### src/verilog/msx_bus_pkg.sv
`default_nettype none

package msx_bus_pkg;

	// ----------------------------------------------------------
	// MSX-50BUS widths
	// ----------------------------------------------------------
	// Full 64 KB memory address
	typedef logic [15:0] bus_addr_t;
	// One data byte on the bus
	typedef logic [7:0] bus_data_t;
	// Subslot number, one of four devices behind the expanded slot
	typedef logic [1:0] subslot_t;
	// Expanded-slot register, two bits per 16 KB page, page 0 in bits 1:0
	typedef logic [7:0] slot_reg_t;

	// Expanded-slot register sits at the top of the address space
	localparam bus_addr_t EXTSLOT_ADDR = 16'hFFFF;

	// ----------------------------------------------------------
	// Command FIFO
	// ----------------------------------------------------------
	localparam int CMD_FIFO_DEPTH = 4;
	localparam int CMD_FIFO_PTR_BITS = $clog2(CMD_FIFO_DEPTH);

	// Pointer and fill count, count needs one bit more than the pointer
	typedef logic [CMD_FIFO_PTR_BITS-1:0] fifo_ptr_t;
	typedef logic [CMD_FIFO_PTR_BITS:0] fifo_count_t;

	localparam fifo_count_t CMD_FIFO_FULL = fifo_count_t'(CMD_FIFO_DEPTH);
	localparam fifo_ptr_t CMD_FIFO_LAST = fifo_ptr_t'(CMD_FIFO_DEPTH - 1);

	// ----------------------------------------------------------
	// Bus master FSM
	// ----------------------------------------------------------
	typedef enum logic [1:0] {
		IDLE,
		STROBE,
		WAIT_DATA,
		RESPOND
	} master_state_t;

endpackage

`default_nettype wire

### src/verilog/sub_slot_ram.sv
`timescale 1ns/10ps
`default_nettype none

module sub_slot_ram import msx_bus_pkg::*; #(
	// Decoded address bits, higher bits alias
	parameter int RAM_ADDR_BITS = 8
) (
	input wire logic clk,
	input wire logic n_reset,
	// Subslot select, already qualified with bus_memory
	input wire logic sel,
	// MSX-50BUS
	input wire bus_addr_t bus_address,
	input wire bus_data_t bus_write_data,
	input wire logic bus_read,
	input wire logic bus_write,
	output logic bus_read_ready,
	output bus_data_t bus_read_data
);
	localparam int RAM_WORDS = 2 ** RAM_ADDR_BITS;

	bus_data_t ff_mem [RAM_WORDS];
	logic [RAM_ADDR_BITS-1:0] w_index;
	logic ff_read_ready;
	bus_data_t ff_read_data;

	// Low address bits only
	assign w_index = bus_address[RAM_ADDR_BITS-1:0];

	// ----------------------------------------------------------
	// Storage
	// ----------------------------------------------------------
	always_ff @(posedge clk) begin
		if (sel && bus_write) begin
			ff_mem[w_index] <= bus_write_data;
		end
		// Read byte sampled with the strobe
		if (sel && bus_read) begin
			ff_read_data <= ff_mem[w_index];
		end
	end

	// ----------------------------------------------------------
	// Read return
	// ----------------------------------------------------------
	always_ff @(posedge clk) begin
		if (!n_reset) begin
			ff_read_ready <= 1'b0;
		end else begin
			// Single-cycle pulse after each selected read
			ff_read_ready <= sel && bus_read;
		end
	end

	assign bus_read_ready = ff_read_ready;
	// Quiet bus when not answering, the top ORs all returns
	assign bus_read_data = ff_read_ready ? ff_read_data : '0;

	// ----------------------------------------------------------
	// Checks
	// ----------------------------------------------------------
	// Decoder only selects during a strobe with one direction
	a_sel_strobe: assert property (@(posedge clk) disable iff (!n_reset)
		sel |-> (bus_read != bus_write));

endmodule

`default_nettype wire
### config.mk
export PLATFORM = sky130hd
export DESIGN_NAME = sub_slot_ram
export DESIGN_NICKNAME = d
export VERILOG_FILES = /design/src/verilog/msx_bus_pkg.sv /design/src/verilog/sub_slot_ram.sv
export SDC_FILE = /design/constraint.sdc
export NUM_CORES = 2
export LEC_CHECK = 0
export BUFFER_PORTS_ARGS = -buffer_cell sky130_fd_sc_hd__buf_2
export CAP_MARGIN = 20
export CORE_MARGIN = 2
export CORE_UTILIZATION = 55
export DETAILED_ROUTE_END_ITERATION = 10
export GPL_TIMING_DRIVEN = 0
export PLACE_DENSITY_LB_ADDON = 0.1
export SKIP_CTS_REPAIR_TIMING = 1
export SLEW_MARGIN = 20
export SYNTH_ARGS = -nofsm -noshare
export SYNTH_HDL_FRONTEND = slang
export SYNTH_SLANG_ARGS = --single-unit
### constraint.sdc
create_clock -name clk -period 2.7 [get_ports clk]
set_clock_uncertainty 0.05 [all_clocks]
set_input_delay 0.135 -clock clk [delete_from_list [all_inputs] [get_ports clk]]
set_output_delay 0.135 -clock clk [all_outputs]
set_load 0.05 [all_outputs]
==> results.txt <==
Status = complete, but fails checks
Failing checks = negative setup slack
Layout Cells excl Fill = 5869
First-pass GRT wire length = 295000 um
CTS max path bufs = 3
Most common cell after layout, fill and taps aside = edfxtp_1
Die width = 382 um
Top Ports = 38
Port Buf Inserts = 27
Maximum vdd drop = 621 uV
Yosys top cell area share = 78.7%
Post-DP HPWL = 142000 um
Met2 usage = 44.9%
Die area = 146000 um2
Sw frac = 21.4%
Worst hold path type = input port to flip-flop
Fin crit share = 109%
Root Driver = clkbuf_16
Placed Cells = 5485
PnR worst setup slack = -0.230 ns
Gate Count Post-Synth = 3536
Yosys top cell by area = edfxtp_1
GR Util met3 = 8.43%
DR pass1 iterations = 7
Pins Over Slew Limit = 0
Share of cells above drive strength 1 = 29.7%
Via density = 6.65
GR peak layer = met2
Slew HR = 25.6%
DR DRC count = 0
Net Count, Synth = 3565
Area Growth Syn to Fin = 14.2%
Slowest Stage Delay on Critical Path = 0.57 ns
DRT antenna net count = 0
Worst endpoint data arrival time = 3.33 ns
Leak = 27.3 nW
Sequential share of power = 53.5%
CTS tree = yes
Clk pin slew, worst setup/hold paths = 0.06 ns
Setup WS pre-CTS = -2.27 ns
Final Wtd Congestion = 1.02
Flops & latches, synth = 2057
DRT Wirelength = 212000 um
Synth unique cells = 23
Commonest non-fill, non-tap cells in the layout = edfxtp_1, mux4_2, a22oi_1
Final TNS setup = -13.87 ns
Ys Warns = 0
Total power draw = 65.8 mW
Logic pwr share = 4.9%
CP max FO = 10
Critical path class = input port to flip-flop
Pwr dens = 734 nW/um2
Gr ovfl total = 0
Cells along the critical path = buf_2 > buf_4 > clkbuf_2 > mux4_2 > a22oi_1 > a21oi_1 > o41ai_1 > nand4_1
Antenna violations before repair = 10
Iteration-0 DRC Markers = 5471
Post-synthesis sequential area ratio = 78.7%
Rows = 138
Hold Fails Final Rpt = 0
Max stage delay cell, worst path = o41ai_1
Worst Tran Pin Value = 1.12 ns
Vias = 39007
WL per Instance = 36.1 um
Sw Pwr = 14.1 mW
Internal power = 51.7 mW
All-Layer GR Usage = 29.4%
Fmax = 341 MHz
Crit path required time = 3.10 ns
Starting Density = 55.4%
Max Cap Viol = 0
Pin count of the biggest net entering global routing = 130
Final core occ = 63.3%
Die Height = 382 um
Crit path buffers/inverters = 3
Top cells by area, synth = edfxtp_1, mux4_2, a22oi_1, nor2_1, a21oi_1
Synthesized area per cell = 22.2 um2
Core ar. = 142000 um2
Clock Latency Late Sink = 0.85 ns
Element type at the critical path start = input port
Critical path endpoint category = flip-flop
Post-layout nets = 3834
Final setup violation count = 239
Grt met1 use = 40.0%
Crit path max-delay family = buffers and inverters
Total CTS buffers = 199
Vias in the first global route = 39151
CTS sink count = 2057
Min Clock Period, post-route = 2.93 ns
RSZ-0062 raised after global routing = yes
Clk pwr share = 41.6%
H-tree levels = 4
Netlist Area Pre-Place = 78500 um2
-- flip-flops by register name (all words and copies together), names as in the netlist --
| signal | count |
|---|---|
| bus_read_ready | 1 |
| ff_read_data | 8 |
| ff_mem | 2048 |
-- cells in the mapped netlist (all sizes together) --
cell / count
clkbuf: 148
buf: 77
mux4: 512
nand2b: 2
a21oi: 128
nand4: 8
and3: 1
nor3: 1
nor3b: 2
or2: 1
a22oi: 256
dfxtp: 1
nand2: 30
nor2: 259
edfxtp: 2056
and2: 11
nand3: 4
o41ai: 32
and4: 1
nor2b: 6
-- area by class of cell --
class / count / area (um2)
Antenna cell: 3 / 7.51
Buffer: 222 / 1120
Clock buffer: 242 / 5240
Clock inverter: 130 / 1200
Fill cell: 9389 / 52000
Multi-Input combinational cell: 1254 / 16700
Sequential cell: 2057 / 61800
Tap cell: 1890 / 2360
Timing Repair Buffer: 71 / 1210
-- path summary, 6_finish.rpt --
path             startpoint               to  slack (ns)  cells past startpoint
min reg2reg  ff_mem[248][0]  ff_read_data[0]        1.25                      5
min          bus_address[7]   ff_mem[117][5]        0.20                      4
max reg2reg  ff_mem[234][3]  ff_read_data[3]       -0.18                      5
max          bus_address[1]  ff_read_data[1]       -0.23                      8
-- worst reg2reg max path, delay by kind of cell, from the launching register on --
kind             cells  cell delay, ns
AO/OA/AOI/OAI        3            1.13
flip-flops           1            0.37
multiplexers         1            0.51
AND/OR/NAND/NOR      1            0.42
-- cells by family after synthesis --
| kind of cell | after synthesis | share of synthesized area [%] |
|---|---|---|
| mux | 512 | 14.7 |
| flops | 2057 | 78.7 |
| buf+inv | 225 | 1.28 |
| simple gates | 326 | 1.68 |
| compound gates | 416 | 3.62 |
-- per-stage QoR --
stage | hold slack, ns | area, um2
4_1_cts | -0.543 | 88400
2_1_floorplan | 0.184 | 78500
3_5_place_dp | 0.340 | 81900
6_report | 0.202 | 89600
3_3_place_gp | 0.341 | 81000
5_1_grt | 0.204 | 89600
-- per-layer routing --
layer,up-vias,part of all wire (%)
met5,-,0.018
met3,420,11
met1,20677,37
li1,15609,-
met2,2295,47
met4,6,4.5
-- power by group through the flow --
| stage | Clock, mW | Combinational (mW) | Sequential [mW] |
|---|---|---|---|
| 6_report | 27.4 | 3.24 | 35.2 |
| 5_1_grt | 28.8 | 3.36 | 35.2 |
| 4_1_cts | 27.6 | 3.11 | 35.2 |
| 3_5_place_dp | 0 | 3.10 | 35.9 |
| 3_3_place_gp | 0 | 2.91 | 36.0 |
| 2_1_floorplan | 0 | 1.52 | 35.9 |
(Power assumes the default switching activity.)
