`src/verilog/msx_bus_pkg.sv`:
```
`default_nettype none

package msx_bus_pkg;

	// ----------------------------------------------------------
	// MSX-50BUS widths
	// ----------------------------------------------------------
	// Full 64 KB memory address
	typedef logic [15:0] bus_addr_t;
	// One data byte on the bus
	typedef logic [7:0] bus_data_t;
	// Subslot number, one of four devices behind the expanded slot
	typedef logic [1:0] subslot_t;
	// Expanded-slot register, two bits per 16 KB page, page 0 in bits 1:0
	typedef logic [7:0] slot_reg_t;

	// Expanded-slot register sits at the top of the address space
	localparam bus_addr_t EXTSLOT_ADDR = 16'hFFFF;

	// ----------------------------------------------------------
	// Command FIFO
	// ----------------------------------------------------------
	localparam int CMD_FIFO_DEPTH = 4;
	localparam int CMD_FIFO_PTR_BITS = $clog2(CMD_FIFO_DEPTH);

	// Pointer and fill count, count needs one bit more than the pointer
	typedef logic [CMD_FIFO_PTR_BITS-1:0] fifo_ptr_t;
	typedef logic [CMD_FIFO_PTR_BITS:0] fifo_count_t;

	localparam fifo_count_t CMD_FIFO_FULL = fifo_count_t'(CMD_FIFO_DEPTH);
	localparam fifo_ptr_t CMD_FIFO_LAST = fifo_ptr_t'(CMD_FIFO_DEPTH - 1);

	// ----------------------------------------------------------
	// Bus master FSM
	// ----------------------------------------------------------
	typedef enum logic [1:0] {
		IDLE,
		STROBE,
		WAIT_DATA,
		RESPOND
	} master_state_t;

endpackage

`default_nettype wire

```
`src/verilog/msx_bus_master.sv`:
```
`timescale 1ns/10ps
`default_nettype none

module msx_bus_master import msx_bus_pkg::*; (
	input wire logic clk,
	input wire logic n_reset,
	// Command queue from the FIFO
	input wire logic q_valid,
	output logic q_ready,
	input wire logic q_write,
	input wire bus_addr_t q_address,
	input wire bus_data_t q_wdata,
	// MSX-50BUS master side
	output bus_addr_t bus_address,
	output bus_data_t bus_write_data,
	output logic bus_read,
	output logic bus_write,
	output logic bus_memory,
	input wire logic bus_read_ready,
	input wire bus_data_t bus_read_data,
	// Host response port
	output logic rsp_valid,
	input wire logic rsp_ready,
	output bus_data_t rsp_rdata
);
	master_state_t ff_state;

	// Latched command and captured read byte
	logic ff_write;
	bus_addr_t ff_address;
	bus_data_t ff_wdata;
	bus_data_t ff_rdata;

	// ----------------------------------------------------------
	// Outputs decoded from the state
	// ----------------------------------------------------------
	// Only pop while nothing is in flight
	assign q_ready = (ff_state == IDLE);

	// Strobe lasts exactly the STROBE cycle
	assign bus_memory = (ff_state == STROBE);
	assign bus_read = (ff_state == STROBE) && !ff_write;
	assign bus_write = (ff_state == STROBE) && ff_write;
	assign bus_address = ff_address;
	assign bus_write_data = ff_wdata;

	// Response held until the host takes it
	assign rsp_valid = (ff_state == RESPOND);
	assign rsp_rdata = ff_rdata;

	// ----------------------------------------------------------
	// FSM
	// ----------------------------------------------------------
	always_ff @(posedge clk) begin
		if (!n_reset) begin
			ff_state <= IDLE;
		end else begin
			case (ff_state)
				IDLE: begin
					if (q_valid) begin
						ff_state <= STROBE;
					end
				end
				STROBE: begin
					// Writes finish with the strobe
					ff_state <= ff_write ? IDLE : WAIT_DATA;
				end
				WAIT_DATA: begin
					if (bus_read_ready) begin
						ff_state <= RESPOND;
					end
				end
				RESPOND: begin
					if (rsp_ready) begin
						ff_state <= IDLE;
					end
				end
				default: ff_state <= IDLE;
			endcase
		end
	end

	// Command latch on pop, read byte capture on ready
	always_ff @(posedge clk) begin
		if (q_valid && q_ready) begin
			ff_write <= q_write;
			ff_address <= q_address;
			ff_wdata <= q_wdata;
		end
		if ((ff_state == WAIT_DATA) && bus_read_ready) begin
			ff_rdata <= bus_read_data;
		end
	end

	// ----------------------------------------------------------
	// Checks
	// ----------------------------------------------------------
	// One-cycle memory cycle with exactly one direction
	a_single_strobe: assert property (@(posedge clk) disable iff (!n_reset)
		bus_memory |-> (bus_read != bus_write) ##1 !bus_memory);

	// Some device behind the slot always answers a read
	a_read_answered: assert property (@(posedge clk) disable iff (!n_reset)
		bus_read |=> bus_read_ready);

endmodule

`default_nettype wire

```
`config.mk`:
```
export PLATFORM = sky130hd
export DESIGN_NAME = msx_bus_master
export DESIGN_NICKNAME = d
export VERILOG_FILES = /design/src/verilog/msx_bus_pkg.sv /design/src/verilog/msx_bus_master.sv
export SDC_FILE = /design/constraint.sdc
export NUM_CORES = 1
export LEC_CHECK = 0
export BUFFER_PORTS_ARGS = -buffer_cell sky130_fd_sc_hd__buf_2
export CAP_MARGIN = 20
export CORE_MARGIN = 2
export CORE_UTILIZATION = 40
export DETAILED_ROUTE_END_ITERATION = 7
export PLACE_DENSITY = 0.85
export SYNTH_ARGS = -nofsm -noshare
export SYNTH_HDL_FRONTEND = slang
export SYNTH_SLANG_ARGS = --single-unit
```
`constraint.sdc`:
```
create_clock -name clk -period 1.5 [get_ports clk]
set_input_delay 0.075 -clock clk [delete_from_list [all_inputs] [get_ports clk]]
set_output_delay 0.075 -clock clk [all_outputs]
set_load 0.01 [all_outputs]
```
==> impl_results.md, run 1 <==
* Status: finished, final reports clean
* Synthesized area per cell at 23.01 sq um
* Crit end category: output pin
* Yosys top cell area share at 0.8790
* RSZ-0062 raised after global routing: false
* Post-Syn Area at 0.001127 sq mm
* Worst VDD drop at 0.0007715 V
* Max-cap viol count at 0
* Iter 0 DRT Violations at 15
* Clk_lat worst skew at 330 ps
* Die area at 0.003259 sq mm
* First-pass GRT wire length at 4174 um
* Reg2reg path depth at 2
* Power Density at 964.7 mW/mm^2
* Psw at 0.4143 mW
* Die span in x at 57.09 um
* Post-route insts no fill at 196
* Maximum root-to-sink buffer count at 2
* Hold path depth at 3
* Critical Path Slowest Stage Cell: dfxtp_1
* Crit-path cells: and2b_4, and2_2, buf_2
* RR Startpoint: ff_state[0]
* Ports at 75
* Initial core utilization at 0.4160
* # setup viols final at 0
* Routed Antenna Nets at 0
* Worst clock skew at 2.927 ps
* Cell family with most CP delay: simple AND/OR/NAND/NOR gates
* R2R Path End: bus_address[4]
* Reg area at 0.001031 sq mm
* Post-synthesis instance total at 49
* Setup TNS Final at 0 ps
* Required time of the critical path at 1420 ps
* Grt total ovfl at 0
* Post-synth top area cell: edfxtp_1
* Root buffer cell: clkbuf_4
* Leakage Power at 0.8372 nW
* IO buf count at 74
* Layout cell share with drive strength beyond 1 at 0.5212
* Register area share after synthesis at 0.9145
* GPL Wtd Cong at 0.6337
* Final Util at 0.7124
* Remaining DRCs at 0
* Worst Max-Slew Pin Slew at 335.0 ps
* Antenna violations before repair at 0
* CP max stage delay at 380 ps
* Flop2flop setup slack at 310 ps
* Chip height at 57.09 um
* Asr flop ratio synth at 0
* Gr usage total at 0.1826
* Sw Ratio at 0.2224
* Post-layout power at 1.862 mW
* Synth warnings at 0
* Worst hold path class: in -> reg
* Largest net degree at the start of global routing at 27
* Final hold viol count at 0
* Internal power at 1.448 mW
* Tcrit/Tclk final at 0.8671
* Post-Place Cells at 155
* Worst Path Max Fanout at 4
* Core Rows at 19
* Drt via density at 4.434
* Drt total wl at 2756 um
* 1st-pass router iterations at 4
* Number of flops mapped to enable cells by yosys at 33
* FILL cells at 190
* CTS tree: built
* Critical setup path kind: reg -> out
* Clk pwr share at 0.241
* Worst Hold Launch: rsp_ready
* Clock transition at path regs at 90 ps
* Tmin final at 1301 ps
* Comb pwr share at 0.138
* Layout area overhead at 71.25%
* Area of the multi-input gates at 92.59 sq um
* Yosys cell types at 11
* Vias in the first global route at 918
* Buf+Inv Stages, Crit Path at 1
* TritonCTS Buffers at 5
* Synth top area cells: edfxtp_1 (88%), dfxtp_1 (3.6%), and2_2 (1.3%)
* Fmax at 768.9 MHz
* Final Cell Area at 0.001931 sq mm
* Prevailing post-synth register cell: edfxtp_1
* Per-cell routed wire length at 14.06 um
* ANT cells at 0
* Count leader, synth: edfxtp_1
* Core ar. at 0.002710 sq mm
* #FFs+latches synth at 35
* CP Data Arrival Time at 1230 ps
* H-tree depth at 2
* Slew headroom at 0.7766
* Resized cells post-CTS at 0
* Post-Syn Nets at 87
* Fin nets at 203
* Pins Over Slew Limit at 0
* Via count at 869
* Startpoint class of the critical path: flip-flop
* Post-placement cell area at 0.001544 sq mm
* Clock sinks at 35
* Sequential share of power at 0.620
## logic make-up (layout without fill, tap and decap cells)
| logic type | Yosys count | after routing | synth area share |
|---|---|---|---|
| flip-flops | 35 | 35 | 0.9145 |
| buffers and inverters | 1 | 117 | 0.003326 |
| AND/OR/NAND/NOR | 9 | 9 | 0.05993 |
| AO/OA/AOI/OAI | 4 | 4 | 0.02219 |
## repair_timing
item,4_1_cts,5_1_grt
buffers inserted,0,0
hold endpoints to repair,35,0
hold buffers,34,0
## sequential cells by signal, summed over array words and instances (netlist names), named ones only
| name | flops |
|---|---|
| rsp_rdata | 8 |
| ff_write | 1 |
| bus_address | 16 |
| bus_write_data | 8 |
| ff_state | 1 |
## tightest hold or removal path, delay by kind of cell
family | cells | cell delay (ps)
buffers and inverters | 1 | 90
AO/OA/AOI/OAI | 2 | 220
## worst max-delay path by stage
| stage | start | end | depth (start not counted) |
|---|---|---|---|
| floorplan | ff_state[0] | rsp_rdata[0] | 2 |
| global placement | ff_state[0] | bus_write_data[7] | 2 |
| detailed placement | ff_state[0] | bus_write_data[5] | 2 |
| CTS | flip-flop | bus_write | 3 |
| global route | flip-flop | bus_write | 3 |
| finish | flip-flop | bus_write | 3 |
## per-layer routing
layer	vias up	GRT usage	part of all wire	wire length (um)
met3	10	0.06803	0.071	195
met4	0	0.09967	0.026	72
met2	42	0.3350	0.57	1580
li1	415	-	-	-
met5	-	0	0	0
met1	402	0.1736	0.33	907
## power groups by stage
stage,clock network (mW),registers (mW),logic [mW]
floorplan,0,1.21,0.0474
global placement,0,1.17,0.181
detailed placement,0,1.18,0.188
CTS,0.469,1.16,0.258
global route,0.515,1.16,0.279
finish,0.450,1.16,0.257
## per-stage QoR
stage | hold WS (ps) | setup WS (ps)
5_1_grt | 96.29 | 125.4
3_3_place_gp | 251.5 | 362.1
3_5_place_dp | 253.1 | 330.0
6_report | 90.38 | 199.4
2_1_floorplan | 173.9 | 280.3
4_1_cts | 73.91 | 176.4
## layout by cell type (no fill, tap or decap), drive strengths merged
| cell | instances |
|---|---|
| dfxtp | 2 |
| buf | 75 |
| o21a | 2 |
| clkinv | 2 |
| dlygate4sd3 | 34 |
| inv | 1 |
| and2 | 3 |
| clkbuf | 5 |
| nor2b | 1 |
| a21oi | 2 |
| nor2 | 2 |
| edfxtp | 33 |
| and2b | 1 |
| nand2b | 2 |
## area by class of cell
| cell class | instances | share of cell area |
|---|---|---|
| multi-input cells | 13 | 0.04796 |
| clock buffers | 5 | 0.01944 |
| inverters | 1 | 0.001944 |
| flip-flops and latches | 35 | 0.5340 |
| clock inverters | 2 | 0.004537 |
| repair buffers | 109 | 0.3720 |
| well taps | 31 | 0.02009 |
Note: power is estimated with default switching activity, not from simulation.
==> run 2, diff against run 1 <==
Settings changed: ABC_AREA from default to 1.
==> run 2 against run 1 <==
Effect of this change: critical endpoint is now bus_read; routed wire length rose by 11%; global-route usage rose by 0.67 points; clock skew rose by 17 ps; largest power group unchanged; flip-flop and latch count stayed put.
==> impl_results.md, run 2 <==
* Startpoint class of the critical path: flip-flop
* Vias in the first global route at 957
* Crit-path cells: inv_2, nor3_4, buf_2
* Number of flops mapped to enable cells by yosys at 33
* Post-DP HPWL at 1718 um
* Post-synth top area cell: edfxtp_1
* IO buf count at 74
* Initial core utilization at 0.4188
* Post-layout power at 2.000 mW
* Ports at 75
* Routed Antenna Nets at 0
* Post-Syn Area at 0.001155 sq mm
* Gr usage total at 0.1893
* Crit end category: output pin
* Largest net degree at the start of global routing at 26
* Critical setup path kind: reg -> out
* #FFs+latches synth at 35
* Tcrit/Tclk final at 0.8585
* Post-CTS Setup Repair Bufs at 0
* Drt total wl at 3066 um
* CP Data Arrival Time at 1210 ps
* Status: finished, final reports clean
* Remaining DRCs at 0
* Worst hold path class: in -> reg
* CP max stage delay at 510 ps
* 1st-pass router iterations at 4
* Post-Syn Nets at 97
* Leakage Power at 0.8815 nW
* # setup viols final at 0
* Grt total ovfl at 0
* Synth Area in Simple Gates at 0.06176
* Layout cell share with drive strength beyond 1 at 0.5000
* Die area at 0.003333 sq mm
* Core Rows at 19
* Most frequent cells in the layout: buf_2 (74), dlygate4sd3_1 (34), edfxtp_1 (33)
* Synthesized area per cell at 19.57 sq um
* Critical Path Slowest Stage Cell: dfxtp_1
* Worst Hold Launch: rsp_ready
* Adder-cell area share of the yosys netlist at 0
* Asr flop ratio synth at 0
* Yosys top cell area share at 0.8581
* Worst Max-Slew Pin Slew at 306.0 ps
* RSZ-0062 raised after global routing: false
* Final WS setup at 212.3 ps
* Reg2reg path depth at 3
* Compound-Gate Fraction of Synth Area at 0.01300
* Post-synthesis instance total at 59
* Chip height at 57.73 um
* Synth top area cells: edfxtp_1 (86%), dfxtp_1 (3.5%), inv_1 (1.6%)
* Fmax at 776.6 MHz
* Final hold viol count at 0
* Antenna violations before repair at 0
* CTS tree: built
* H-tree depth at 2
* Core ar. at 0.002758 sq mm
* Synth Area in XOR/XNOR at 0
* Setup crit end: bus_read
* Tmin final at 1288 ps
* Yosys cell types at 13
* Final Util at 0.7201
* Synth warnings at 0
* Maximum root-to-sink buffer count at 2
* Clk_lat worst skew at 330 ps
* Max-cap viol count at 0
* Count leader, synth: edfxtp_1
* Hold path depth at 4
* Prevailing post-synth register cell: edfxtp_1
* Most common cell after layout, fill and taps aside: buf_2
* Iter 0 DRT Violations at 35
* Worst clock skew at 19.44 ps
* Clock sinks at 35
* First-pass GRT wire length at 4429 um
* Layout area overhead at 71.94%
* Area of the multi-input gates at 97.59 sq um
* Post-Place Worst Slack at 366.3 ps
* Worst VDD drop at 0.0008079 V
* FILL cells at 190
* Register area share after synthesis at 0.8927
* Max FFs per register at 16
* TritonCTS Buffers at 5
* Per-cell routed wire length at 14.81 um
* Portion of netlist area occupied by mux cells at 0
* Power Density at 1007 mW/mm^2
* Required time of the critical path at 1420 ps
* Post-synth top cells: edfxtp_1 (33), inv_1 (5), nand2_1 (3), nand3_1 (3), nor2_1 (3)
* Setup TNS Final at 0 ps
* Root buffer cell: clkbuf_4
* Largest family of logic cells by synthesized area: simple AND/OR/NAND/NOR gates
* Fin nets at 214
* R2R Path End: rsp_rdata[7]
* Slew headroom at 0.7957
* Clock transition at path regs at 90 ps
* Reg area at 0.001031 sq mm
* Die span in x at 57.73 um
* Drt via density at 4.633
* Origin of the worst setup path: ff_state[0]
* Pins Over Slew Limit at 0
* Flop2flop setup slack at 360 ps
* Worst Path Max Fanout at 8
* Via count at 959
* GPL Wtd Cong at 0.6466
* ANT cells at 0
* Min Hold Slack at 59.38 ps
run 2: logic make-up (layout without fill, tap and decap cells):
kind of cell    count (synthesis)  count (layout)
buf+inv                         8             125
compound gates                  3               3
simple gates                   13              13
flops                          35              35
run 2: final cells by class:
type / instances / area share
Clock buffer: 5 / 0.01890
Clock inverter: 2 / 0.004411
Inverter: 7 / 0.01323
Multi-Input combinational cell: 16 / 0.04915
Sequential cell: 35 / 0.5192
Tap cell: 31 / 0.01953
Timing Repair Buffer: 111 / 0.3756
run 2: how the worst min path moves through the flow:
stage	to	slack [ps]
6_report	ff_state[0]	60
5_1_grt	ff_state[0]	70
4_1_cts	ff_state[0]	40
3_5_place_dp	bus_address[3]	250
3_3_place_gp	bus_address[1]	250
2_1_floorplan	bus_address[0]	170
run 2: repair_timing:
item	in CTS	in global routing
resized for setup	0	0
endpoints found under the hold margin	35	0
hold buffers	34	0
run 2: report_power, final:
group / internal, mW / switching (mW) / total [mW]
Sequential: 1.16 / 0.0334 / 1.20
Clock: 0.166 / 0.290 / 0.456
Combinational: 0.180 / 0.169 / 0.349
run 2: metrics by stage:
stage,area (sq um),cells
final,1986,207
after global routing,1986,207
after CTS,1986,207
after detailed placement,1599,166
after global placement,1599,166
after floorplan,1166,59
run 2: worst max-delay path: cells and delay by family (launching register included):
kind,cells,cell delay (ps)
AND/OR/NAND/NOR,1,130
flip-flops,1,510
buffers and inverters,2,260
run 2: metal layers:
metal	track usage	part of all wire	vias up
li1	-	-	448
met1	0.1942	0.35	447
met2	0.3377	0.52	57
met3	0.06696	0.11	7
met4	0.09635	0.019	0
met5	0	0	-
==> run 3, diff against run 2 <==
Settings changed: BUFFER_PORTS_ARGS -buffer_cell sky130_fd_sc_hd__buf_2 to -buffer_cell sky130_fd_sc_hd__buf_4, GPL_TIMING_DRIVEN from default to 1, RECOVER_POWER from default to 25.
==> run 3 against run 2 <==
Effect of this change: flip-flop and latch count is the same; first-iteration DRC count shrank 49%; hold slack got worse by 28 ps; clock skew is 8.4 ps lower; cell count unchanged; combinational power is 20% higher; critical endpoint unchanged; largest power group unchanged.
==> impl_results.md, run 3 (synthesis results as in run 2) <==
* Largest net degree at the start of global routing at 26
* Worst Hold Launch: rsp_ready
* Drt total wl at 3449 um
* Sequential share of power at 0.574
* Final hold viol count at 0
* 1st-pass router iterations at 4
* Layout area overhead at 87.97%
* Worst VDD drop at 0.0007245 V
* Clk_lat worst skew at 330 ps
* Flop2flop setup slack at 350 ps
* Iter 0 DRT Violations at 18
* Core ar. at 0.002758 sq mm
* Psw at 0.5232 mW
* Crit-path cells: inv_2, nor3_4, buf_4
* Required time of the critical path at 1420 ps
* TritonCTS Buffers at 5
* Most frequent cells in the layout: buf_4 (50), dlygate4sd3_1 (34), edfxtp_1 (33)
* CP max stage delay at 530 ps
* Grt total ovfl at 0
* Chip height at 57.73 um
* Final WS setup at 167.4 ps
* Drt via density at 4.696
* Critical Path Slowest Stage Cell: dfxtp_1
* Power Density at 965.4 mW/mm^2
* First-pass GRT wire length at 5223 um
* Antenna violations before repair at 0
* Root buffer cell: clkbuf_4
* Origin of the worst setup path: ff_state[0]
* Startpoint class of the critical path: flip-flop
* Fin nets at 214
* Worst hold path class: in -> reg
* Slew headroom at 0.7821
* Status: finished, final reports clean
* Routed Antenna Nets at 0
* Clock sinks at 35
* Maximum root-to-sink buffer count at 2
* Ports at 75
* Setup TNS Final at 0 ps
* CP Data Arrival Time at 1260 ps
* Sw Ratio at 0.2497
* Worst clock skew at 11.06 ps
* Tcrit/Tclk final at 0.8884
* Pins Over Slew Limit at 0
* Resized cells post-CTS at 0
* FILL cells at 156
* Layout cell share with drive strength beyond 1 at 0.5000
* Most common cell after layout, fill and taps aside: buf_4
* Vias in the first global route at 1027
* Core Rows at 19
* Per-cell routed wire length at 16.66 um
* Worst Max-Slew Pin Slew at 326.4 ps
* Die area at 0.003333 sq mm
* Clock transition at path regs at 100 ps
* Clk pwr share at 0.226
* Crit end category: output pin
* Initial core utilization at 0.4188
* Leakage Power at 0.9380 nW
* Die span in x at 57.73 um
* Via count at 972
* RSZ-0062 raised after global routing: false
* Post-CTS Setup Repair Bufs at 0
* Post-Place Worst Slack at 356.4 ps
* H-tree depth at 2
* Post-DP HPWL at 1862 um
* CTS tree: built
* Max FFs per register at 16
* Tmin final at 1333 ps
* ANT cells at 0
* Comb pwr share at 0.200
* # setup viols final at 0
* Internal power at 1.572 mW
* Remaining DRCs at 0
* IO buf count at 74
* Critical setup path kind: reg -> out
* Fmax at 750.4 MHz
* GPL Wtd Cong at 0.6710
* Max-cap viol count at 0
* # hold bufs at CTS at 34
* Worst Path Max Fanout at 8
* Gr usage total at 0.2221
## run 3: worst paths after layout
check                          to  depth (start not counted)
hold reg to reg       ff_state[0]                          4
hold / removal        ff_state[0]                          4
setup / recovery         bus_read                          3
setup reg to reg  bus_address[10]                          3
## run 3: through the flow
| stage | area, sq um | hold WS, ps | power, mW | instances | util |
|---|---|---|---|---|---|
| global route | 2171 | 41.34 | 2.201 | 207 | 0.7872 |
| global placement | 1784 | 253.5 | 1.551 | 166 | 0.6470 |
| CTS | 2171 | 19.22 | 2.082 | 207 | 0.7872 |
| finish | 2171 | 31.25 | 2.096 | 207 | 0.7872 |
| floorplan | 1166 | 173.9 | 1.339 | 59 | - |
| detailed placement | 1784 | 254.4 | 1.566 | 166 | 0.6470 |
## run 3: critical path: cells and delay by family (launching register included)
family	cells	cell delay, ps
flops	1	530
buf+inv	2	260
simple gates	1	140
## run 3: metal layers
layer | wire length, um | vias up | track usage
li1 | - | 447 | -
met1 | 1344 | 465 | 0.2603
met3 | 310 | 2 | 0.08036
met2 | 1783 | 58 | 0.3766
met5 | 0 | - | 0
met4 | 10 | 0 | 0.07973
## run 3: power by group through the flow
stage | Sequential (mW) | Combinational (mW) | Clock (mW)
2_1_floorplan | 1.25 | 0.0897 | 0
3_3_place_gp | 1.21 | 0.337 | 0
3_5_place_dp | 1.22 | 0.347 | 0
4_1_cts | 1.20 | 0.419 | 0.466
5_1_grt | 1.21 | 0.449 | 0.543
6_report | 1.20 | 0.420 | 0.473
## run 3: layout make-up
class                   instances  area, sq um  area share
flip-flops and latches         35         1031      0.4749
repair buffers                111        930.9      0.4288
multi-input cells              16        97.59     0.04496
well taps                      31        38.79     0.01787
clock buffers                   5        37.54     0.01729
inverters                       7        26.28     0.01210
clock inverters                 2        8.758    0.004035
