[src/verilog/msx_bus_pkg.sv]
`default_nettype none

package msx_bus_pkg;

	// ----------------------------------------------------------
	// MSX-50BUS widths
	// ----------------------------------------------------------
	// Full 64 KB memory address
	typedef logic [15:0] bus_addr_t;
	// One data byte on the bus
	typedef logic [7:0] bus_data_t;
	// Subslot number, one of four devices behind the expanded slot
	typedef logic [1:0] subslot_t;
	// Expanded-slot register, two bits per 16 KB page, page 0 in bits 1:0
	typedef logic [7:0] slot_reg_t;

	// Expanded-slot register sits at the top of the address space
	localparam bus_addr_t EXTSLOT_ADDR = 16'hFFFF;

	// ----------------------------------------------------------
	// Command FIFO
	// ----------------------------------------------------------
	localparam int CMD_FIFO_DEPTH = 4;
	localparam int CMD_FIFO_PTR_BITS = $clog2(CMD_FIFO_DEPTH);

	// Pointer and fill count, count needs one bit more than the pointer
	typedef logic [CMD_FIFO_PTR_BITS-1:0] fifo_ptr_t;
	typedef logic [CMD_FIFO_PTR_BITS:0] fifo_count_t;

	localparam fifo_count_t CMD_FIFO_FULL = fifo_count_t'(CMD_FIFO_DEPTH);
	localparam fifo_ptr_t CMD_FIFO_LAST = fifo_ptr_t'(CMD_FIFO_DEPTH - 1);

	// ----------------------------------------------------------
	// Bus master FSM
	// ----------------------------------------------------------
	typedef enum logic [1:0] {
		IDLE,
		STROBE,
		WAIT_DATA,
		RESPOND
	} master_state_t;

endpackage

`default_nettype wire

[src/verilog/msx_cmd_fifo.sv]
`timescale 1ns/10ps
`default_nettype none

module msx_cmd_fifo import msx_bus_pkg::*; (
	input wire logic clk,
	input wire logic n_reset,
	// Host command port
	input wire logic cmd_valid,
	output logic cmd_ready,
	input wire logic cmd_write,
	input wire bus_addr_t cmd_address,
	input wire bus_data_t cmd_wdata,
	// Queue side towards the bus master
	output logic q_valid,
	input wire logic q_ready,
	output logic q_write,
	output bus_addr_t q_address,
	output bus_data_t q_wdata
);
	// Entry storage, one array per field
	logic ff_write_mem [CMD_FIFO_DEPTH];
	bus_addr_t ff_addr_mem [CMD_FIFO_DEPTH];
	bus_data_t ff_data_mem [CMD_FIFO_DEPTH];

	fifo_ptr_t ff_wr_ptr;
	fifo_ptr_t ff_rd_ptr;
	fifo_count_t ff_count;

	logic w_push;
	logic w_pop;

	// ----------------------------------------------------------
	// Handshakes
	// ----------------------------------------------------------
	assign cmd_ready = (ff_count != CMD_FIFO_FULL);
	assign q_valid = (ff_count != '0);
	assign w_push = cmd_valid && cmd_ready;
	assign w_pop = q_valid && q_ready;

	// Head entry is always on the queue outputs
	assign q_write = ff_write_mem[ff_rd_ptr];
	assign q_address = ff_addr_mem[ff_rd_ptr];
	assign q_wdata = ff_data_mem[ff_rd_ptr];

	// ----------------------------------------------------------
	// Pointers and count
	// ----------------------------------------------------------
	always_ff @(posedge clk) begin
		if (!n_reset) begin
			ff_wr_ptr <= '0;
			ff_rd_ptr <= '0;
			ff_count <= '0;
		end else begin
			// Pointers wrap after the last entry
			if (w_push) begin
				ff_wr_ptr <= (ff_wr_ptr == CMD_FIFO_LAST) ? '0 : ff_wr_ptr + 1'b1;
			end
			if (w_pop) begin
				ff_rd_ptr <= (ff_rd_ptr == CMD_FIFO_LAST) ? '0 : ff_rd_ptr + 1'b1;
			end
			// Push and pop together leave the count alone
			case ({w_push, w_pop})
				2'b10: ff_count <= ff_count + 1'b1;
				2'b01: ff_count <= ff_count - 1'b1;
				default: ff_count <= ff_count;
			endcase
		end
	end

	// Entry write
	always_ff @(posedge clk) begin
		if (w_push) begin
			ff_write_mem[ff_wr_ptr] <= cmd_write;
			ff_addr_mem[ff_wr_ptr] <= cmd_address;
			ff_data_mem[ff_wr_ptr] <= cmd_wdata;
		end
	end

	// ----------------------------------------------------------
	// Checks
	// ----------------------------------------------------------
	// Fill level stays inside the buffer
	a_count_bound: assert property (@(posedge clk) disable iff (!n_reset)
		ff_count <= CMD_FIFO_FULL);

	// A full FIFO takes no entry, so the write pointer holds
	a_no_push_full: assert property (@(posedge clk) disable iff (!n_reset)
		(ff_count == CMD_FIFO_FULL) |=> (ff_wr_ptr == $past(ff_wr_ptr)));

endmodule

`default_nettype wire

[config.mk]
export PLATFORM = sky130hd
export DESIGN_NAME = msx_cmd_fifo
export DESIGN_NICKNAME = d
export VERILOG_FILES = /design/src/verilog/msx_bus_pkg.sv /design/src/verilog/msx_cmd_fifo.sv
export SDC_FILE = /design/constraint.sdc
export NUM_CORES = 1
export LEC_CHECK = 0
export BUFFER_PORTS_ARGS = -buffer_cell sky130_fd_sc_hd__buf_2
export CAP_MARGIN = 20
export CORE_MARGIN = 4
export CORE_UTILIZATION = 25
export CTS_CLUSTER_SIZE = 14
export DETAILED_ROUTE_END_ITERATION = 8
export PLACE_DENSITY_LB_ADDON = 0.1
export SLEW_MARGIN = 20
export SYNTH_ARGS = -nofsm -noshare
export SYNTH_HDL_FRONTEND = slang
export SYNTH_SLANG_ARGS = --single-unit
[constraint.sdc]
create_clock -name clk -period 2.3 [get_ports clk]
set_input_delay 0.115 -clock clk [delete_from_list [all_inputs] [get_ports clk]]
set_output_delay 0.115 -clock clk [all_outputs]
set_load 0.05 [all_outputs]
==> results of run 1 <==
-- power breakdown --
part / internal, uW / total (uW) / switching (uW)
logic: 646 / 1930 / 1280
registers: 2400 / 2470 / 75.1
clock network: 944 / 1580 / 634
-- metrics by stage --
stage               worst slack [ns]  total power, uW
floorplan                     0.0730             3990
global placement               0.167             4470
detailed placement             0.140             4470
CTS                           0.0960             6110
global route                  0.0105             6290
finish                         0.112             5980
-- routing by layer --
layer | share of wire [%] | wire, um
met3 | 6.0 | 482
met5 | 0 | 0
met1 | 45 | 3610
met4 | 1.5 | 119
met2 | 47 | 3800
-- final timing paths --
kind | from | endpoint | slack [ns] | cells after the start
setup / recovery | ff_count[1] | ff_count[2] | 0.11 | 9
hold / removal | cmd_valid | ff_wr_ptr[0] | 0.06 | 3
hold reg to reg | ff_count[2] | ff_count[2] | 0.51 | 2
setup reg to reg | ff_count[1] | ff_count[2] | 0.11 | 9
-- synthesized netlist by cell type (all sizes together) (3+ instances only) --
cell type and instances:
buf 6, and2 3, dfxtp 9, and3 4, nand2 6, ha 6, inv 7, o21ai 5
mux4 25, edfxtp 100
-- flip-flops by register name, indices dropped and copies added, names as in the netlist, named ones only --
signal / cells
ff_addr_mem: 64
ff_data_mem: 32
ff_write_mem: 4
ff_count: 3
ff_rd_ptr: 2
ff_wr_ptr: 2
-- final cells by class --
| class | count | area share [%] |
|---|---|---|
| clock inverters | 2 | 1.15 |
| well taps | 216 | 5.17 |
| flip-flops and latches | 109 | 60.9 |
| clock buffers | 12 | 4.52 |
| repair buffers | 88 | 11.2 |
| multi-input cells | 63 | 16.5 |
| inverters | 7 | 0.502 |
-- tightest hold or removal path: stages --
cell and delay, ns:
buf_2 0.13, nand4_1 0.06, o21ai_1 0.06
-- cells by family (layout without fill, tap and decap cells) --
group	after synthesis	in the layout
multiplexers	26	26
XOR/XNOR	2	2
adder cells (fa/ha/maj)	7	7
buffers and inverters	15	109
flip-flops	109	109
AO/OA/AOI/OAI	7	7
AND/OR/NAND/NOR	21	21
==> run summary, run 1 <==
Placed cell count: 458
PD cells: 1140 nW/um2
Met2 global-route usage: 14.9%
Via count: 2005
Leak: 0.00178 uW
FILL cells: 1597
Commonest non-fill, non-tap cell in the layout: edfxtp_1
Pin count of the biggest net entering global routing: 26
Area after DPL: 4680 um2
Post-synth top area share: 73.2%
Wire per inst: 16.1 um
Clock buffer depth: 2
Synth warnings: 0
Grt met3 use: 3.59%
Setup Crit Path Kind: reg -> reg
Critical path required time: 2.57 ns
Net Count, Synth: 223
Vias in the first global route: 2271
Max Freq: 457 MHz
Number of synthesized flops with an enable pin: 100
First-pass GRT wire length: 12600 um
CTS tree: built
Die Y-Extent: 136 um
Largest family of logic cells by synthesized area: multiplexers
Hold Slack: 0.0647 ns
DIE AREA: 18500 um2
Most Crowded Layer GR: met2
Mapped Cells: 187
Post-cts sizing count: 0
CORE AREA: 16000 um2
Compound-Gate Fraction of Synth Area: 0.976%
Setup bufs post-CTS: 0
Yosys cell types: 28
Post-route insts no fill: 497
Post-synthesis xor/xnor area fraction: 0.427%
Post-Synth Adder-Cell Area: 2.32%
Total Wirelength: 8020 um
First drt pass iteration count: 4
CP max stage cell: or3b_1
Mux cell area share after synthesis: 14.0%
Max rail drop VDD: 0.496 mV
Crit path time final: 2.19 ns
Post-Syn Area: 4100 um2
Initial Utilization: 25.6%
Htree depth: 3
Critical path fanouts, max: 5
CP endpoint kind: flop
Max_slew headroom: 49.8%
Num ports: 56
Outcome: finished, final reports clean
Period utilisation layout: 95.1%
GRT overflow: 0
Vias per cell: 4.03
Post-synthesis simple-gate area fraction: 2.93%
Met1 usage: 11.7%
Yosys reg bits: 109
Worst Tran Pin Value: 0.753 ns
Class of the worst hold path: in -> reg
Std-Cell Rows: 46
Max-cap violations: 0
Cell family with most CP delay: simple AND/OR/NAND/NOR gates
CP max stage delay: 0.40 ns
Multi-input gate area: 865 um2
Die Wd: 136 um
TNS Setup: 0 ns
Dpl hpwl: 5010 um
Gr usage total: 9.40%
GPL Wtd Cong: 0.697
Dominant cell type by area after synthesis: edfxtp_1
Initial antenna violation count: 0
Critical Path AT: 2.45 ns
Root buf cell: clkbuf_16
Clock sinks: 109
Ys flop type: edfxtp_1
Seq/Total Area, Yosys: 77.6%
Layout Utilization: 32.7%
Detailed-route DRC error count: 0
Number of DRC markers in iteration 0: 69
Mean area per synthesized cell: 21.9 um2
Synth area leaders: edfxtp_1 73%, mux4_2 14%, dfxtp_1 4.4%
Hold Fails Final Rpt: 0
CTS clk-pin slew, worst paths: 0.07 ns
RSZ-0062 raised after global routing: false
Fin area: 5230 um2
Final Net Count: 314
Post-synthesis async set-or-reset flop share: 0%
Diodes inserted: 0
Fin. max-slew vios: 0
CP Cell Sequence: or3b_1, and2_4, inv_2, ha_4, inv_2, fa_2, xor2_1, or3_4, a21boi_1
Buf/Inv on CP: 2
IO buf count: 55
Clk_lat worst skew: 0.34 ns
Clock skew: 0.00560 ns
Reg area: 3190 um2
Area grow syn2layout: 27.5%
Most frequent cells in the layout: 100 x edfxtp_1, 55 x buf_2, 25 x mux4_2, 25 x dlygate4sd3_1, 9 x clkbuf_16
Crit path top cell by count: inv_2
CTS Buf Count: 9
Final setup fails: 0
# hold bufs at CTS: 25
CP Launch Type: flop
Detail Route Antenna Nets: 0
Fraction of layout cells with a size suffix above 1: 39.9%
No activity file was read; power rests on OpenSTA's default activity.
==> inputs of run 2 (changes only) <==
clock period = 1.9 ns   (was 2.3 ns; I/O delays follow)
==> run 2 against run 1 <==
Non-clock buffer count grew 10. Combinational power grew 30%. Routed wire length grew 2.7%. Clock-buffer cell count shrank 1. Sequential share of layout area shrank 0.75 points. Critical path depth is the same. Core utilization grew 0.45 points. Largest cell class unchanged. The run now ends with negative setup slack left. Hold slack is essentially flat. Die area is the same. Global-route usage grew 0.17 points. First-iteration DRC count is the same. Setup slack lost 0.30 ns.
==> run summary, run 2 (synthesis gave the netlist of run 1 again) <==
CP endpoint kind: flop
Setup Crit Path Kind: reg -> reg
Std-Cell Rows: 46 (unchanged)
Htree depth: 3 (unchanged)
Class of the worst hold path: in -> reg
Critical Path AT: 2.37 ns (-0.08 ns)
Wire per inst: 16.2 um (+0.47%)
Max-cap violations: 0 (unchanged)
CTS tree: built
Layout Utilization: 33.1% (+0.45 points)
Crit path depth: 9 (unchanged)
Placed cell count: 466 (+1.7%)
Sw Ratio: 34.7% (+1.4 points)
Max rail drop VDD: 0.608 mV (+22%)
Critical path required time: 2.17 ns (-0.40 ns)
Detail Route Antenna Nets: 0 (unchanged)
Fraction of layout cells with a size suffix above 1: 43.8% (+4.0 points)
Critical path fanouts, max: 2 (-3)
Post-route insts no fill: 508 (+2.2%)
Clock power share: 23.4% (-3.0 points)
Crit path time final: 2.09 ns (-0.0952 ns)
Switching power total: 2480 uW (+25%)
Gr usage total: 9.57% (+0.17 points)
Cell family with most CP delay: simple AND/OR/NAND/NOR gates
Worst Tran Pin Value: 0.763 ns (+0.0106 ns)
DIE AREA: 18500 um2 (unchanged)
Detailed-route DRC error count: 0 (unchanged)
Hold Crit Start: cmd_valid
Sequential share of power: 41.7% (+0.3 points)
Clock sinks: 109 (unchanged)
R2r worst-path depth: 9 (unchanged)
Max Freq: 478 MHz (+4.5%)
Die Y-Extent: 136 um (unchanged)
CP Cell Sequence: or3b_4, and2_4, inv_2, ha_4, inv_2, fa_2, xor2_2, or3_4, a21boi_1
GPL Wtd Cong: 0.687 (-1.4%)
R2R Setup Slk: -0.19 ns (-0.30 ns)
Die Wd: 136 um (unchanged)
Max_slew headroom: 49.1% (-0.70 points)
Internal: 4680 uW (+17%)
Buf/Inv on CP: 2 (unchanged)
Worst r2r src: ff_count[1]
Clock buffer depth: 2 (unchanged)
Area grow syn2layout: 29.2%
CTS clk-pin slew, worst paths: 0.07 ns (about the same)
Largest Register: ff_addr_mem
Failing checks: negative setup slack
Num ports: 56 (unchanged)
First drt pass iteration count: 3 (-1)
CORE AREA: 16000 um2 (unchanged)
IO buf count: 55 (unchanged)
CP max stage cell: or3b_4
Dpl hpwl: 5130 um (+2.5%)
Tot Pwr: 7160 uW (+20%)
Leak: 0.00182 uW (+2.4%)
Fin. max-slew vios: 0 (unchanged)
Hold Fails Final Rpt: 0 (unchanged)
Critical path endpoint: ff_count[2]
Most frequent cells in the layout: 100 x edfxtp_1, 55 x buf_2, 25 x mux4_2, 25 x dlygate4sd3_1, 17 x buf_4
Initial antenna violation count: 0 (unchanged)
PD cells: 1350 nW/um2 (+18%)
Outcome: finished, violations left
Largest register FFs: 64 (unchanged)
Period utilisation layout: 110% (+15 points)
First-pass GRT wire length: 12800 um (+1.1%)
Vias per cell: 4.06 (+0.66%)
Number of DRC markers in iteration 0: 69 (unchanged)
GRT overflow: 0 (unchanged)
CP startpoint: ff_count[1]
Total Wirelength: 8230 um (+2.7%)
Logic pwr share: 34.9% (+2.6 points)
Clk_lat worst skew: 0.35 ns (about the same)
Crit path top cell by count: inv_2
Final worst slack: -0.193 ns (-0.305 ns)
CP max stage delay: 0.37 ns (-0.03 ns)
Via count: 2063 (+2.9%)
Pin count of the biggest net entering global routing: 26 (unchanged)
Clock skew: 0.00411 ns (-0.00149 ns)
CTS Buf Count: 9 (unchanged)
CP Launch Type: flop
Final Net Count: 324 (+3.2%)
RSZ-0062 raised after global routing: true
Critical R2R Capture: ff_count[2]
Vias in the first global route: 2140 (-5.8%)
Commonest non-fill, non-tap cell in the layout: edfxtp_1
Initial Utilization: 25.6% (unchanged)
Largest registers: ff_addr_mem: 64 flops, ff_data_mem: 32 flops, ff_write_mem: 4 flops
Final setup fails: 1 (+1)
Root buf cell: clkbuf_16
Diodes inserted: 0 (unchanged)
[run 2: final cells by class]
| cell class | count | area, um2 |
|---|---|---|
| Inverter | 7 | 26.3 |
| Tap cell | 216 | 270 |
| Clock buffer | 11 | 233 |
| Timing Repair Buffer | 98 | 673 |
| Fill cell | 1594 | 10700 |
| Multi-Input combinational cell | 63 | 883 |
| Sequential cell | 109 | 3190 |
| Clock inverter | 4 | 25.0 |
[run 2: power by group through the flow]
stage | sequential (uW) | combinational [uW] | clock (uW)
global route | 3010 | 2690 | 1870
finish | 2980 | 2500 | 1680
CTS | 2990 | 2500 | 1770
detailed placement | 3040 | 2450 | 0
global placement | 3040 | 2460 | 0
floorplan | 3010 | 1820 | 0
[run 2: worst min path at each step]
stage | endpoint | slack (ns) | depth (start not counted)
floorplan | ff_addr_mem[0][0] | 0.19 | 0
global placement | ff_addr_mem[2][13] | 0.32 | 1
detailed placement | ff_addr_mem[3][2] | 0.31 | 1
CTS | ff_wr_ptr[0] | 0.04 | 3
global route | ff_wr_ptr[0] | 0.07 | 3
finish | ff_wr_ptr[0] | 0.06 | 3
[run 2: what timing repair did]
action                                  in CTS  in global routing
endpoints found under the setup margin       2                  2
gates cloned                                 0                  0
hold endpoints to repair                   100                  0
pin swaps                                    0                  3
gates resized for setup                      1                  5
buffers inserted                             0                  2
hold buffers                                25                  0
[run 2: layer usage]
layer  vias up  global-route usage (%)  share of wire (%)
met5         -                       0                  0
met4         0                    3.19                1.5
met3        12                    4.29                6.2
met2        46                    14.1                 46
met1      1050                    12.6                 46
li1        955                       -                  -
[run 2: per-stage QoR]
step	area, um2	setup TNS, ns	setup WS, ns	hold WS [ns]
floorplan	4120	-0.464	-0.327	0.194
global route	5300	-0.301	-0.263	0.0671
CTS	5270	-0.217	-0.217	0.0386
finish	5300	-0.193	-0.193	0.0645
global placement	4760	-0.191	-0.191	0.318
detailed placement	4760	-0.206	-0.206	0.311
[run 2: tightest hold or removal path: stages]
cell	delay [ns]
buf_2	0.14
nand4_1	0.08
o21ai_1	0.05
==> inputs of run 3 (changes only) <==
CORE_MARGIN = 1   (was 4)
HOLD_SLACK_MARGIN = 0.1   (was unset)
==> run 3 against run 2 <==
First-iteration DRC count rose by 62%. Die area decreased by 8.6%. Combinational power hardly changed. Flip-flop and latch count is the same. Largest power group unchanged. Non-clock buffer count is 4 higher. Final area up 2.1%. Sequential share of layout area fell by 1.2 points. The flow still finishes with violations (negative setup slack). Global-route usage increased by 0.84 points. Critical path depth unchanged. Highest routed layer unchanged.
==> run summary, run 3 (synthesis gave the netlist of run 1 again) <==
Clock buffer depth: 2 (unchanged)
Max_slew headroom: 51.2% (+2.0 points)
Critical path required time: 2.18 ns (about the same)
Cell family with most CP delay: simple AND/OR/NAND/NOR gates
Area grow syn2layout: 32.0%
Internal: 4880 uW (+4.3%)
Failing checks: negative setup slack
Critical Path AT: 2.40 ns (+0.03 ns)
Dpl hpwl: 5050 um (-1.6%)
First drt pass iteration count: 4 (+1)
Fin. max-slew vios: 0 (unchanged)
Crit path time final: 2.12 ns (+0.0302 ns)
PD cells: 1370 nW/um2 (+1.1%)
Worst Tran Pin Value: 0.733 ns (-0.0307 ns)
Die Y-Extent: 130 um (-4.4%)
Max Freq: 471 MHz (-1.4%)
Sw Ratio: 34.0% (-0.65 points)
Pin count of the biggest net entering global routing: 26 (unchanged)
CTS clk-pin slew, worst paths: 0.07 ns (about the same)
Detailed-route DRC error count: 0 (unchanged)
RSZ-0062 raised after global routing: true
IO buf count: 55 (unchanged)
Leak: 0.00187 uW (+2.8%)
Final setup fails: 2 (+1)
Largest Register: ff_addr_mem
Initial antenna violation count: 0 (unchanged)
Max rail drop VDD: 0.437 mV (-28%)
CORE AREA: 15900 um2 (-0.36%)
CP max stage delay: 0.37 ns (about the same)
CP Cell Sequence: or3b_4, and2_4, inv_2, ha_4, inv_2, fa_2, xor2_2, or3_4, a21boi_2
Via count: 2081 (+0.87%)
Multi-input gate area: 878 um2 (-0.57%)
Buf/Inv on CP: 2 (unchanged)
Num ports: 56 (unchanged)
CP max stage cell: or3b_4
Number of DRC markers in iteration 0: 112 (+62%)
Die Wd: 130 um (-4.4%)
Crit path top cell by count: inv_2
Gr usage total: 10.4% (+0.84 points)
Htree depth: 3 (unchanged)
FILL cells: 1573 (-1.3%)
Setup Crit Path Kind: reg -> reg
Vias per cell: 4.06 (-0.11%)
Initial Utilization: 25.7% (+0.093 points)
Critical path fanouts, max: 5 (+3)
CP Launch Type: flop
Clk_lat worst skew: 0.34 ns (about the same)
Logic pwr share: 34.0% (-0.9 points)
Final Net Count: 328 (+1.2%)
Grt met3 use: 2.87% (-1.4 points)
Detail Route Antenna Nets: 0 (unchanged)
Met2 global-route usage: 16.7% (+2.7 points)
Switching power total: 2520 uW (+1.3%)
Clock skew: 0.00624 ns (+0.00213 ns)
Vias in the first global route: 2256 (+5.4%)
Std-Cell Rows: 46 (unchanged)
Reg area: 3190 um2 (about the same)
Clock power share: 25.2% (+1.8 points)
CTS Buf Count: 9 (unchanged)
Sequential share of power: 40.8% (-0.9 points)
Commonest non-fill, non-tap cell in the layout: edfxtp_1
Layout Utilization: 34.0% (+0.83 points)
Most Crowded Layer GR: met2
Class of the worst hold path: in -> reg
R2R Setup Slk: -0.22 ns (-0.03 ns)
Outcome: finished, violations left
Largest register FFs: 64 (unchanged)
Wire per inst: 15.6 um (-3.8%)
First-pass GRT wire length: 12400 um (-3.0%)
CTS tree: built
Fraction of layout cells with a size suffix above 1: 43.4% (-0.40 points)
Max-cap violations: 0 (unchanged)
Largest registers: ff_addr_mem: 64 flops, ff_data_mem: 32 flops, ff_write_mem: 4 flops
Clock sinks: 109 (unchanged)
Tot Pwr: 7400 uW (+3.3%)
Period utilisation layout: 112% (+1.6 points)
Most frequent cells in the layout: 100 x edfxtp_1, 55 x buf_2, 29 x dlygate4sd3_1
Root buf cell: clkbuf_16
GRT overflow: 0 (unchanged)
DIE AREA: 16900 um2 (-8.6%)
Met1 usage: 12.7% (+0.14 points)
Diodes inserted: 0 (unchanged)
GPL Wtd Cong: 0.633 (-7.9%)
Total Wirelength: 8000 um (-2.8%)
CP endpoint kind: flop
Hold Fails Final Rpt: 0 (unchanged)
Final worst slack: -0.223 ns (-0.0302 ns)
==> run 3: cell types whose count changed in the layout (fill, tap and decap cells not counted), moves of 2 or more <==
cell,before,now
dlygate4sd3_1,25,29
buf_12,1,4
buf_4,17,14
clkbuf_1,2,0
==> run 3: path summary, 6_finish.rpt <==
path	startpoint	to	depth (start not counted)
max	ff_count[1]	ff_count[2]	9
max reg2reg	ff_count[1]	ff_count[2]	9
min	q_ready	flop	4
min reg2reg	ff_wr_ptr[1]	ff_wr_ptr[1]	2
==> run 3: through the flow <==
| step | std cells | worst slack (ns) | hold slack (ns) | cell area [um2] | TNS [ns] |
|---|---|---|---|---|---|
| floorplan | 187 | -0.327 | 0.194 | 4120 | -0.464 |
| global placement | 464 | -0.204 | 0.313 | 4780 | -0.204 |
| detailed placement | 464 | -0.217 | 0.316 | 4780 | -0.234 |
| CTS | 509 | -0.233 | 0.218 | 5370 | -0.248 |
| global route | 513 | -0.314 | 0.247 | 5420 | -0.395 |
| finish | 513 | -0.223 | 0.215 | 5420 | -0.228 |
==> run 3: final cells by class <==
| type | instances | area share (%) |
|---|---|---|
| Clock buffer | 9 | 4.16 |
| Timing Repair Buffer | 102 | 13.9 |
| Tap cell | 216 | 4.99 |
| Sequential cell | 109 | 59.0 |
| Clock inverter | 7 | 1.32 |
| Multi-Input combinational cell | 63 | 16.2 |
| Inverter | 7 | 0.485 |
==> run 3: layer usage <==
metal / part of all wire, % / vias to the layer above
met5: 0 / -
met4: 2.0 / 0
met3: 4.4 / 11
met2: 49 / 45
met1: 44 / 1059
li1: - / 966
==> run 3: worst register-to-register path, cell delays in order (launching register included) <==
cell	delay, ns
dfxtp_4	0.36
or3b_4	0.37
and2_4	0.15
inv_2	0.06
ha_4	0.13
inv_2	0.04
fa_2	0.34
xor2_2	0.16
or3_4	0.33
a21boi_2	0.13
==> run 3: what timing repair did <==
action | 4_1_cts | 5_1_grt
setup buffers | 0 | 4
hold endpoints to repair | 104 | 0
endpoints found under the setup margin | 16 | 4
gates resized for setup | 2 | 4
pin swaps | 0 | 3
hold buffers | 29 | 0
==> run 3: power by group through the flow <==
| stage | combinational [uW] | sequential (uW) | clock (uW) |
|---|---|---|---|
| floorplan | 1820 | 3010 | 0 |
| global placement | 2430 | 3070 | 0 |
| detailed placement | 2440 | 3080 | 0 |
| CTS | 2500 | 3030 | 1950 |
| global route | 2690 | 3040 | 2040 |
| finish | 2520 | 3010 | 1870 |
